==> src/hdl/lce_pkg.sv <==
/*
 * LCE request-side definitions
 * sizes, message enums and the request/response words shared by the
 * miss engine blocks
 */
package lce_pkg;

  localparam int paddr_width = 32;
  localparam int data_width = 64;
  localparam int ways = 8;
  localparam int num_lce = 4;
  localparam int num_cce = 2;

  localparam int way_id_width = $clog2(ways);
  localparam int lce_id_width = $clog2(num_lce);
  localparam int cce_id_width = $clog2(num_cce);
  // byte offset within a word, then word offset within a block
  localparam int block_offset_width = $clog2(data_width / 8) + $clog2(ways);

  // payload carries either the victim info or a sized uncached access
  localparam int req_payload_width = data_width + 2;

  typedef enum logic {
    e_rd = 1'b0,
    e_wr = 1'b1
  } lce_req_type_e;

  typedef enum logic {
    e_cacheable     = 1'b0,
    e_non_cacheable = 1'b1
  } lce_cacheable_e;

  typedef enum logic {
    e_tr_ack  = 1'b0,
    e_coh_ack = 1'b1
  } lce_resp_type_e;

  typedef enum logic [1:0] {
    e_size_1 = 2'b00,
    e_size_2 = 2'b01,
    e_size_4 = 2'b10,
    e_size_8 = 2'b11
  } lce_nc_size_e;

  typedef struct packed {
    logic [way_id_width-1:0]                        lru_way;
    logic                                           lru_dirty;
    logic [req_payload_width-way_id_width-2:0]      pad;
  } lce_req_cached_s;

  typedef struct packed {
    lce_nc_size_e                                   nc_size;
    logic [data_width-1:0]                          data;
  } lce_req_uncached_s;

  // decoded by non_cacheable
  typedef union packed {
    lce_req_cached_s                                cached_view;
    lce_req_uncached_s                              uncached_view;
  } lce_req_payload_u;

  typedef struct packed {
    logic [cce_id_width-1:0]                        dst_id;
    logic [lce_id_width-1:0]                        src_id;
    lce_req_type_e                                  msg_type;
    lce_cacheable_e                                 non_cacheable;
    logic [paddr_width-1:0]                         addr;
    lce_req_payload_u                               payload;
  } lce_req_s;

  typedef struct packed {
    logic [cce_id_width-1:0]                        dst_id;
    logic [lce_id_width-1:0]                        src_id;
    lce_resp_type_e                                 msg_type;
    logic [paddr_width-1:0]                         addr;
  } lce_resp_s;

  typedef struct packed {
    logic [paddr_width-1:0]                         addr;
    logic [way_id_width-1:0]                        lru_way;
    logic [ways-1:0]                                dirty;
    lce_nc_size_e                                   size;
    logic [data_width-1:0]                          store_data;
  } miss_info_s;

  // one-cycle pulses from the command side
  typedef struct packed {
    logic                                           tr_data;
    logic                                           cce_data;
    logic                                           uncached_data;
    logic                                           set_tag;
    logic                                           set_tag_wakeup;
  } fill_event_s;

endpackage

==> src/hdl/lce_miss_capture.sv <==
/*
 * miss capture
 * holds the address and size of the pending miss and the victim way
 * with its dirty bit, and derives the owning CCE
 */
`timescale 1ns/1ps

module lce_miss_capture (
  input  logic                             clk_i,
  input  logic                             reset_i,
  input  logic                             capture_miss_i,
  input  logic                             capture_victim_i,
  input  lce_pkg::miss_info_s              miss_info_i,
  output logic [lce_pkg::paddr_width-1:0]  addr_o,
  output lce_pkg::lce_nc_size_e            size_o,
  output logic [lce_pkg::cce_id_width-1:0] dst_id_o,
  output logic [lce_pkg::way_id_width-1:0] lru_way_o,
  output logic                             lru_dirty_o
);
  import lce_pkg::*;

  logic [paddr_width-1:0]  addr_r;
  lce_nc_size_e            size_r;
  logic [way_id_width-1:0] lru_way_r;
  logic                    lru_dirty_r;
  logic                    victim_held_r;

  always_ff @(posedge clk_i) begin
    if (capture_miss_i) begin
      addr_r <= miss_info_i.addr;
      size_r <= miss_info_i.size;
    end
  end

  // victim is taken once, in the first request cycle
  always_ff @(posedge clk_i) begin
    if (capture_victim_i && !victim_held_r) begin
      lru_way_r   <= miss_info_i.lru_way;
      lru_dirty_r <= miss_info_i.dirty[miss_info_i.lru_way];
    end
  end

  always_ff @(posedge clk_i) begin
    if (reset_i) begin
      victim_held_r <= 1'b0;
    end else if (capture_miss_i) begin
      victim_held_r <= 1'b0;
    end else if (capture_victim_i) begin
      victim_held_r <= 1'b1;
    end
  end

  assign addr_o      = addr_r;
  assign size_o      = size_r;
  assign dst_id_o    = addr_r[block_offset_width +: cce_id_width];
  // live values until the victim is registered
  assign lru_way_o   = victim_held_r ? lru_way_r : miss_info_i.lru_way;
  assign lru_dirty_o = victim_held_r ? lru_dirty_r : miss_info_i.dirty[miss_info_i.lru_way];

endmodule

==> src/hdl/lce_wakeup_tracker.sv <==
/*
 * wakeup tracker
 * remembers which fill events arrived while the miss engine sleeps
 */
`timescale 1ns/1ps

module lce_wakeup_tracker (
  input  logic                clk_i,
  input  logic                reset_i,
  input  logic                track_i,
  input  logic                clear_i,
  input  lce_pkg::fill_event_s fill_i,
  output logic                set_tag_seen_o,
  output logic                tr_seen_o,
  output logic                cce_seen_o
);
  import lce_pkg::*;

  logic set_tag_r;
  logic tr_r;
  logic cce_r;

  always_ff @(posedge clk_i) begin
    if (reset_i || clear_i) begin
      set_tag_r <= 1'b0;
      tr_r      <= 1'b0;
      cce_r     <= 1'b0;
    end else if (track_i) begin
      set_tag_r <= set_tag_r | fill_i.set_tag;
      tr_r      <= tr_r | fill_i.tr_data;
      cce_r     <= cce_r | fill_i.cce_data;
    end
  end

  // same-cycle pulses count too
  assign set_tag_seen_o = set_tag_r | fill_i.set_tag;
  assign tr_seen_o      = tr_r | fill_i.tr_data;
  assign cce_seen_o     = cce_r | fill_i.cce_data;

endmodule

==> src/hdl/lce_miss_fsm.sv <==
/*
 * miss request FSM
 * accepts cache misses and uncached accesses, sends the request to the
 * CCE, sleeps until the fill completes and returns the matching ack
 */
`timescale 1ns/1ps

module lce_miss_fsm (
  input  logic                             clk_i,
  input  logic                             reset_i,
  input  logic [lce_pkg::lce_id_width-1:0] lce_id_i,
  input  logic                             load_miss_i,
  input  logic                             store_miss_i,
  input  logic                             lr_miss_i,
  input  logic                             uncached_load_i,
  input  logic                             uncached_store_i,
  input  lce_pkg::miss_info_s              miss_info_i,
  input  logic [lce_pkg::paddr_width-1:0]  addr_i,
  input  lce_pkg::lce_nc_size_e            size_i,
  input  logic [lce_pkg::cce_id_width-1:0] dst_id_i,
  input  logic [lce_pkg::way_id_width-1:0] lru_way_i,
  input  logic                             lru_dirty_i,
  input  logic                             set_tag_seen_i,
  input  logic                             tr_seen_i,
  input  logic                             cce_seen_i,
  input  lce_pkg::fill_event_s             fill_i,
  output logic                             capture_miss_o,
  output logic                             capture_victim_o,
  output logic                             track_o,
  output logic                             clear_o,
  output logic                             cache_miss_o,
  output lce_pkg::lce_req_s                lce_req_o,
  output logic                             lce_req_v_o,
  input  logic                             lce_req_ready_i,
  output lce_pkg::lce_resp_s               lce_resp_o,
  output logic                             lce_resp_v_o,
  input  logic                             lce_resp_yumi_i
);
  import lce_pkg::*;

  typedef enum logic [2:0] {
    e_ready,
    e_send_cached_req,
    e_send_uncached_load_req,
    e_sleep,
    e_send_tr_ack,
    e_send_coh_ack
  } miss_state_e;

  miss_state_e   state_r, state_n;
  lce_req_type_e req_type_r, req_type_n;
  logic          cached_miss;

  assign cached_miss = load_miss_i | store_miss_i | lr_miss_i;

  always_comb begin
    state_n          = state_r;
    req_type_n       = req_type_r;
    capture_miss_o   = 1'b0;
    capture_victim_o = 1'b0;
    track_o          = 1'b0;
    clear_o          = 1'b0;
    cache_miss_o     = 1'b1;
    lce_req_v_o      = 1'b0;
    lce_resp_v_o     = 1'b0;

    // default word is the held cached request
    lce_req_o                                = '0;
    lce_req_o.dst_id                         = dst_id_i;
    lce_req_o.src_id                         = lce_id_i;
    lce_req_o.msg_type                       = req_type_r;
    lce_req_o.non_cacheable                  = e_cacheable;
    lce_req_o.addr                           = addr_i;
    lce_req_o.payload.cached_view.lru_way    = lru_way_i;
    lce_req_o.payload.cached_view.lru_dirty  = lru_dirty_i;

    lce_resp_o.dst_id   = dst_id_i;
    lce_resp_o.src_id   = lce_id_i;
    lce_resp_o.msg_type = e_tr_ack;
    lce_resp_o.addr     = addr_i;

    case (state_r)
      e_ready: begin
        if (cached_miss) begin
          capture_miss_o = 1'b1;
          clear_o        = 1'b1;
          // lr goes out as a write to get the block exclusive
          req_type_n     = load_miss_i ? e_rd : e_wr;
          state_n        = e_send_cached_req;
        end else if (uncached_load_i) begin
          capture_miss_o = 1'b1;
          clear_o        = 1'b1;
          state_n        = e_send_uncached_load_req;
        end else if (uncached_store_i) begin
          // posted store, cache retries while ready is low
          cache_miss_o                             = ~lce_req_ready_i;
          lce_req_v_o                              = lce_req_ready_i;
          lce_req_o.dst_id = miss_info_i.addr[block_offset_width +: cce_id_width];
          lce_req_o.msg_type                       = e_wr;
          lce_req_o.non_cacheable                  = e_non_cacheable;
          lce_req_o.addr                           = miss_info_i.addr;
          lce_req_o.payload.uncached_view.nc_size  = miss_info_i.size;
          lce_req_o.payload.uncached_view.data     = miss_info_i.store_data;
        end else begin
          cache_miss_o = 1'b0;
        end
      end

      e_send_cached_req: begin
        capture_victim_o = 1'b1;
        lce_req_v_o      = 1'b1;
        state_n          = lce_req_ready_i ? e_sleep : e_send_cached_req;
      end

      e_send_uncached_load_req: begin
        lce_req_v_o                              = 1'b1;
        lce_req_o.msg_type                       = e_rd;
        lce_req_o.non_cacheable                  = e_non_cacheable;
        lce_req_o.payload.uncached_view.nc_size  = size_i;
        lce_req_o.payload.uncached_view.data     = '0;
        state_n = lce_req_ready_i ? e_sleep : e_send_uncached_load_req;
      end

      e_sleep: begin
        track_o = 1'b1;
        if (fill_i.set_tag_wakeup) begin
          state_n = e_send_coh_ack;
        end else if (fill_i.uncached_data) begin
          state_n = e_ready;
        end else if (set_tag_seen_i && tr_seen_i) begin
          state_n = e_send_tr_ack;
        end else if (set_tag_seen_i && cce_seen_i) begin
          state_n = e_send_coh_ack;
        end
      end

      e_send_tr_ack: begin
        lce_resp_v_o        = 1'b1;
        lce_resp_o.msg_type = e_tr_ack;
        state_n             = lce_resp_yumi_i ? e_ready : e_send_tr_ack;
      end

      e_send_coh_ack: begin
        lce_resp_v_o        = 1'b1;
        lce_resp_o.msg_type = e_coh_ack;
        state_n             = lce_resp_yumi_i ? e_ready : e_send_coh_ack;
      end

      default: begin
        cache_miss_o = 1'b0;
        state_n      = e_ready;
      end
    endcase
  end

  always_ff @(posedge clk_i) begin
    if (reset_i) begin
      state_r    <= e_ready;
      req_type_r <= e_rd;
    end else begin
      state_r    <= state_n;
      req_type_r <= req_type_n;
    end
  end

endmodule

==> src/hdl/lce_req_top.sv <==
/*
 * LCE miss request engine
 * request FSM with its miss capture and wakeup tracking blocks
 */
`timescale 1ns/1ps

module lce_req_top (
  input  logic                             clk_i,
  input  logic                             reset_i,
  input  logic [lce_pkg::lce_id_width-1:0] lce_id_i,
  input  logic                             load_miss_i,
  input  logic                             store_miss_i,
  input  logic                             lr_miss_i,
  input  logic                             uncached_load_i,
  input  logic                             uncached_store_i,
  input  lce_pkg::miss_info_s              miss_info_i,
  output logic                             cache_miss_o,
  output logic [lce_pkg::paddr_width-1:0]  miss_addr_o,
  input  lce_pkg::fill_event_s             fill_i,
  output lce_pkg::lce_req_s                lce_req_o,
  output logic                             lce_req_v_o,
  input  logic                             lce_req_ready_i,
  output lce_pkg::lce_resp_s               lce_resp_o,
  output logic                             lce_resp_v_o,
  input  logic                             lce_resp_yumi_i
);
  import lce_pkg::*;

  logic                    capture_miss;
  logic                    capture_victim;
  logic                    track;
  logic                    clear;
  logic [paddr_width-1:0]  addr;
  lce_nc_size_e            size;
  logic [cce_id_width-1:0] dst_id;
  logic [way_id_width-1:0] lru_way;
  logic                    lru_dirty;
  logic                    set_tag_seen;
  logic                    tr_seen;
  logic                    cce_seen;

  assign miss_addr_o = addr;

  lce_miss_fsm u_fsm (
    .clk_i            (clk_i),
    .reset_i          (reset_i),
    .lce_id_i         (lce_id_i),
    .load_miss_i      (load_miss_i),
    .store_miss_i     (store_miss_i),
    .lr_miss_i        (lr_miss_i),
    .uncached_load_i  (uncached_load_i),
    .uncached_store_i (uncached_store_i),
    .miss_info_i      (miss_info_i),
    .addr_i           (addr),
    .size_i           (size),
    .dst_id_i         (dst_id),
    .lru_way_i        (lru_way),
    .lru_dirty_i      (lru_dirty),
    .set_tag_seen_i   (set_tag_seen),
    .tr_seen_i        (tr_seen),
    .cce_seen_i       (cce_seen),
    .fill_i           (fill_i),
    .capture_miss_o   (capture_miss),
    .capture_victim_o (capture_victim),
    .track_o          (track),
    .clear_o          (clear),
    .cache_miss_o     (cache_miss_o),
    .lce_req_o        (lce_req_o),
    .lce_req_v_o      (lce_req_v_o),
    .lce_req_ready_i  (lce_req_ready_i),
    .lce_resp_o       (lce_resp_o),
    .lce_resp_v_o     (lce_resp_v_o),
    .lce_resp_yumi_i  (lce_resp_yumi_i)
  );

  lce_miss_capture u_capture (
    .clk_i            (clk_i),
    .reset_i          (reset_i),
    .capture_miss_i   (capture_miss),
    .capture_victim_i (capture_victim),
    .miss_info_i      (miss_info_i),
    .addr_o           (addr),
    .size_o           (size),
    .dst_id_o         (dst_id),
    .lru_way_o        (lru_way),
    .lru_dirty_o      (lru_dirty)
  );

  lce_wakeup_tracker u_tracker (
    .clk_i          (clk_i),
    .reset_i        (reset_i),
    .track_i        (track),
    .clear_i        (clear),
    .fill_i         (fill_i),
    .set_tag_seen_o (set_tag_seen),
    .tr_seen_o      (tr_seen),
    .cce_seen_o     (cce_seen)
  );

endmodule

==> config.mk <==
export PLATFORM = sky130hd
export DESIGN_NAME = lce_req_top
export DESIGN_NICKNAME = d
export VERILOG_FILES = /design/src/hdl/lce_pkg.sv /design/src/hdl/lce_miss_capture.sv /design/src/hdl/lce_wakeup_tracker.sv /design/src/hdl/lce_miss_fsm.sv /design/src/hdl/lce_req_top.sv
export SDC_FILE = /design/constraint.sdc
export NUM_CORES = 1
export LEC_CHECK = 0
export ABC_AREA = 1
export BUFFER_PORTS_ARGS = -buffer_cell sky130_fd_sc_hd__buf_2
export CAP_MARGIN = 10
export CORE_AREA = 2 2 116 118
export CTS_CLUSTER_SIZE = 24
export DETAILED_ROUTE_END_ITERATION = 16
export DIE_AREA = 0 0 118 120
export HOLD_SLACK_MARGIN = 0.05
export PLACE_DENSITY = 0.6
export SLEW_MARGIN = 25
export SYNTH_ARGS = -nofsm -noshare
export SYNTH_HDL_FRONTEND = slang
export SYNTH_SLANG_ARGS = --single-unit
==> constraint.sdc <==
create_clock -name clk_i -period 2.1 [get_ports clk_i]
set_input_delay 0.525 -clock clk_i [delete_from_list [all_inputs] [get_ports clk_i]]
set_output_delay 0.525 -clock clk_i [all_outputs]
set_load 0.05 [all_outputs]
==> flow_results.xml <==
<?xml version="1.0" encoding="UTF-8"?>
<metrics>
  <group name="synth">
    <metric name="synth-edff-count" unit="">38</metric>
    <metric name="synth_most_common_cell" unit="">sky130_fd_sc_hd__nand2_1</metric>
    <metric name="synth_seq_cells" unit="">46</metric>
    <metric name="synth_top_cells_by_count" unit="">129 x sky130_fd_sc_hd__nand2_1, 86 x sky130_fd_sc_hd__nor2_1, 83 x sky130_fd_sc_hd__inv_1</metric>
    <metric name="post-synth-top-area-fraction" unit="%">37.2</metric>
    <metric name="syn_inst" unit="">435</metric>
    <metric name="synth_top_cell_by_area" unit="">sky130_fd_sc_hd__edfxtp_1</metric>
    <metric name="synthesis.nets" unit="">562</metric>
    <metric name="yosysWarnings" unit="">0</metric>
    <metric name="synthTopCellsByArea" unit="">sky130_fd_sc_hd__edfxtp_1 37%, sky130_fd_sc_hd__nand2_1 16%, sky130_fd_sc_hd__nor2_1 11%, sky130_fd_sc_hd__inv_1 10%, sky130_fd_sc_hd__buf_4 9.5%</metric>
    <metric name="synth.distinct_cells" unit="">23</metric>
    <metric name="cell_area_after_synthesis" unit="µm²">3070</metric>
    <metric name="synth-async-reset-ratio" unit="%">0</metric>
    <metric name="syn_avg_cell_area" unit="µm²">7.06</metric>
    <metric name="synth_sequential_area_ratio" unit="%">42.4</metric>
    <metric name="main_synth_ff_type" unit="">sky130_fd_sc_hd__edfxtp_1</metric>
  </group>
  <group name="sta">
    <metric name="final_hold_viol_count" unit="">0</metric>
    <metric name="timing.final.ws_setup" unit="ps">-188</metric>
    <metric name="finalSetupViolations" unit="">101</metric>
    <metric name="fin_crit" unit="ps">2290</metric>
    <metric name="final.setup_skew" unit="ps">3.75</metric>
    <metric name="achievable-frequency" unit="MHz">437</metric>
    <metric name="rsz0062_at_grt" unit="">true</metric>
    <metric name="post-route-period-util" unit="%">109</metric>
    <metric name="tns" unit="ps">-14310</metric>
    <metric name="final-max-slew-violation-count" unit="">0</metric>
    <metric name="timing.max_slew.rel_slack" unit="%">77.2</metric>
    <metric name="worstMarginPinSlew" unit="ps">341</metric>
  </group>
  <group name="layout">
    <metric name="finish.utilization" unit="%">46.9</metric>
    <metric name="layout_area_overhead" unit="%">98.3</metric>
    <metric name="drive_above_1_share" unit="%">59.6</metric>
    <metric name="postLayoutCellArea" unit="µm²">6090</metric>
    <metric name="finish.net_count" unit="">841</metric>
    <metric name="fillCellCount" unit="">1271</metric>
  </group>
  <group name="pwr">
    <metric name="tot_pwr" unit="mW">4.97</metric>
    <metric name="power.static_leakage" unit="nW">3.16</metric>
    <metric name="vdd_drop_max" unit="mV">0.561</metric>
    <metric name="pwr_density_cell" unit="nW/µm²">817</metric>
  </group>
  <group name="status">
    <metric name="violated_checks" unit="">setup timing</metric>
    <metric name="status" unit="">finished, violations left</metric>
  </group>
  <group name="die">
    <metric name="core" unit="µm²">13000</metric>
    <metric name="chipHeight" unit="µm">120</metric>
    <metric name="floorplan.io_pins" unit="">299</metric>
    <metric name="die-area" unit="µm²">14200</metric>
    <metric name="num_rows" unit="">42</metric>
    <metric name="start_util" unit="%">23.6</metric>
    <metric name="chipWidth" unit="µm">118</metric>
  </group>
  <group name="worst_setup_path">
    <metric name="cp_data_required_time" unit="ps">1570</metric>
    <metric name="rr_worst_depth" unit="">6</metric>
    <metric name="regToRegSetupSlack" unit="ps">420</metric>
    <metric name="crit_arrival" unit="ps">1760</metric>
    <metric name="critPathLaunchType" unit="">input pin</metric>
    <metric name="reg2reg_to" unit="">u_capture.addr_o[14]</metric>
    <metric name="critical_path_class" unit="">in2out</metric>
    <metric name="endpoint_kind" unit="">output port</metric>
    <metric name="cp_max_fo" unit="">5</metric>
    <metric name="r2r-start" unit="">u_fsm.state_r[2]</metric>
  </group>
  <group name="placed_design">
    <metric name="placed_area" unit="µm²">4930</metric>
    <metric name="detailedPlacementHpwl" unit="mm">8.54</metric>
    <metric name="gpl.final_weighted_congestion" unit="">0.840</metric>
    <metric name="buffers_on_ports" unit="">292</metric>
  </group>
  <group name="detailed_routing">
    <metric name="post-route-drc-count" unit="">0</metric>
    <metric name="final_ant_viol_nets" unit="">0</metric>
    <metric name="route.detailed.vias_per_inst" unit="">4.02</metric>
    <metric name="drt-wirelength-per-cell" unit="µm">13.0</metric>
    <metric name="pre_repair_dr_iteration_count" unit="">4</metric>
    <metric name="1st_iter_drt_viols" unit="">82</metric>
    <metric name="routed_wl" unit="mm">11.6</metric>
    <metric name="detailroute.via_count" unit="">3588</metric>
  </group>
  <group name="global_route">
    <metric name="grt_use_total" unit="%">15.1</metric>
    <metric name="grt_first_pass_wirelength" unit="mm">17.2</metric>
    <metric name="grt_max_degree" unit="">44</metric>
    <metric name="grt_remaining_overflow" unit="">0</metric>
    <metric name="grt_pass1_vias" unit="">3317</metric>
    <metric name="grt_antenna_before_repair" unit="">2</metric>
  </group>
  <group name="clock_tree">
    <metric name="cts_buffer_depth" unit="">2</metric>
    <metric name="clk-insertion-delay-late" unit="ps">280</metric>
    <metric name="clock-sinks" unit="">46</metric>
    <metric name="cts_htree_levels" unit="">2</metric>
    <metric name="cts-buffers-inserted" unit="">5</metric>
    <metric name="tritoncts" unit="">built</metric>
    <metric name="cts.reportedPaths.clkPinSlew" unit="ps">70</metric>
    <metric name="cts_root_buf" unit="">sky130_fd_sc_hd__clkbuf_16</metric>
  </group>
  <group name="worst_hold_path">
    <metric name="hold_path_startpoint" unit="">miss_info_i[107]</metric>
    <metric name="min_delay_path_depth" unit="">1</metric>
    <metric name="whs_endpoint" unit="">u_capture.addr_o[30]</metric>
    <metric name="min-delay-path-class" unit="">in2reg</metric>
  </group>
  <group name="job">
    <metric name="drv_cap" unit="">0</metric>
  </group>
</metrics>
power breakdown:
| group | internal, mW | leakage (nW) | total [mW] | switching, mW |
|---|---|---|---|---|
| sequential | 1.20 | 0.438 | 1.32 | 0.116 |
| clock | 0.435 | 0.0673 | 0.764 | 0.329 |
| combinational | 0.814 | 2.65 | 2.89 | 2.08 |
| total | 2.45 | 3.16 | 4.97 | 2.52 |
layer usage:
layer	global-route usage (%)	vias up	part of all wire [%]
met3	3.90	8	5.3
met4	4.74	0	0.82
met5	0	-	0
met1	16.9	1629	38
met2	27.8	131	55
li1	-	1820	-
cell type report:
| class | count | area, µm² | share of cell area (%) |
|---|---|---|---|
| repair buffers | 324 | 2510 | 41.2 |
| multi-input cells | 253 | 1590 | 26.1 |
| flip-flops and latches | 46 | 1300 | 21.4 |
| inverters | 84 | 320 | 5.26 |
| well taps | 176 | 220 | 3.62 |
| clock buffers | 5 | 125 | 2.06 |
| clock inverters | 3 | 16.3 | 0.267 |
| diodes | 2 | 5.00 | 0.0822 |
critical path: stages:
cell and delay (ps):
sky130_fd_sc_hd__buf_6 100, sky130_fd_sc_hd__nor2_4 130, sky130_fd_sc_hd__nand2_2 90, sky130_fd_sc_hd__nor2_4 110, sky130_fd_sc_hd__nand3_4 150, sky130_fd_sc_hd__buf_12 180
sky130_fd_sc_hd__buf_16 120, sky130_fd_sc_hd__buf_6 110, sky130_fd_sc_hd__nor2_4 90, sky130_fd_sc_hd__buf_6 160
cell usage in the layout, fill, tap and decap left out, types with 2 or more instances in the layout:
| cell type | Yosys | final |
|---|---|---|
| sky130_fd_sc_hd__buf_2 | 0 | 187 |
| sky130_fd_sc_hd__nand2_1 | 129 | 92 |
| sky130_fd_sc_hd__inv_1 | 83 | 83 |
| sky130_fd_sc_hd__buf_6 | 8 | 60 |
| sky130_fd_sc_hd__buf_4 | 39 | 48 |
| sky130_fd_sc_hd__nor2_4 | 0 | 46 |
| sky130_fd_sc_hd__nor2_1 | 86 | 40 |
| sky130_fd_sc_hd__edfxtp_1 | 38 | 38 |
| sky130_fd_sc_hd__nand2_2 | 0 | 31 |
| sky130_fd_sc_hd__buf_8 | 0 | 16 |
| sky130_fd_sc_hd__o21ai_0 | 9 | 9 |
| sky130_fd_sc_hd__clkbuf_16 | 0 | 8 |
| sky130_fd_sc_hd__a21oi_1 | 8 | 7 |
| sky130_fd_sc_hd__buf_12 | 0 | 7 |
| sky130_fd_sc_hd__dfxtp_1 | 8 | 7 |
| sky130_fd_sc_hd__nand2_4 | 0 | 6 |
| sky130_fd_sc_hd__nand3_1 | 7 | 4 |
| sky130_fd_sc_hd__o211ai_1 | 3 | 3 |
| sky130_fd_sc_hd__buf_16 | 0 | 3 |
| sky130_fd_sc_hd__diode_2 | 0 | 2 |
| sky130_fd_sc_hd__nand3_2 | 1 | 2 |
| sky130_fd_sc_hd__nand3_4 | 0 | 2 |
| sky130_fd_sc_hd__ha_1 | 2 | 2 |
what timing repair did:
item,CTS,global route
setup endpoints to repair,103,103
buffers inserted,4,0
cloned,2,4
hold buffers,0,0
resized for setup,206,51
pin swaps,6,3
state kept, by name, summed over array words and instances (netlist names), 2 cells and up:
register             flops
u_fsm.state_r            3
u_capture.size_o         2
u_capture.addr_o        32
u_capture.lru_way_r      3
per-stage QoR:
stage          setup slack (ps)  cells  hold WS, ps
6_report                   -188    893          428
5_1_grt                    -264    893          415
4_1_cts                    -205    887          420
3_5_place_dp               -335    873          440
3_3_place_gp               -329    873          433
2_1_floorplan              -343    435          426
how the worst max path moves through the flow:
| stage | endpoint | cells past startpoint | slack [ps] | from |
|---|---|---|---|---|
| final | lce_req_o[35] | 10 | -190 | store_miss_i |
| after global routing | lce_req_o[26] | 8 | -260 | store_miss_i |
| after CTS | lce_req_o[35] | 10 | -200 | store_miss_i |
| after detailed placement | lce_req_o[83] | 9 | -340 | lr_miss_i |
| after global placement | lce_req_o[83] | 9 | -330 | load_miss_i |
| after floorplan | lce_req_v_o | 6 | -340 | lr_miss_i |
logic make-up (layout without fill, tap and decap cells):
kind of cell    count (synthesis)  count (layout)  share of synthesized area [%]
simple gates                  228             228                           29.1
compound gates                 23              23                           4.32
fa+ha+maj                       2               2                          0.815
other cells                     0               2                              0
buf+inv                       136             416                           23.4
flops                          46              46                           42.4
Note: power is estimated with default switching activity, not from simulation.
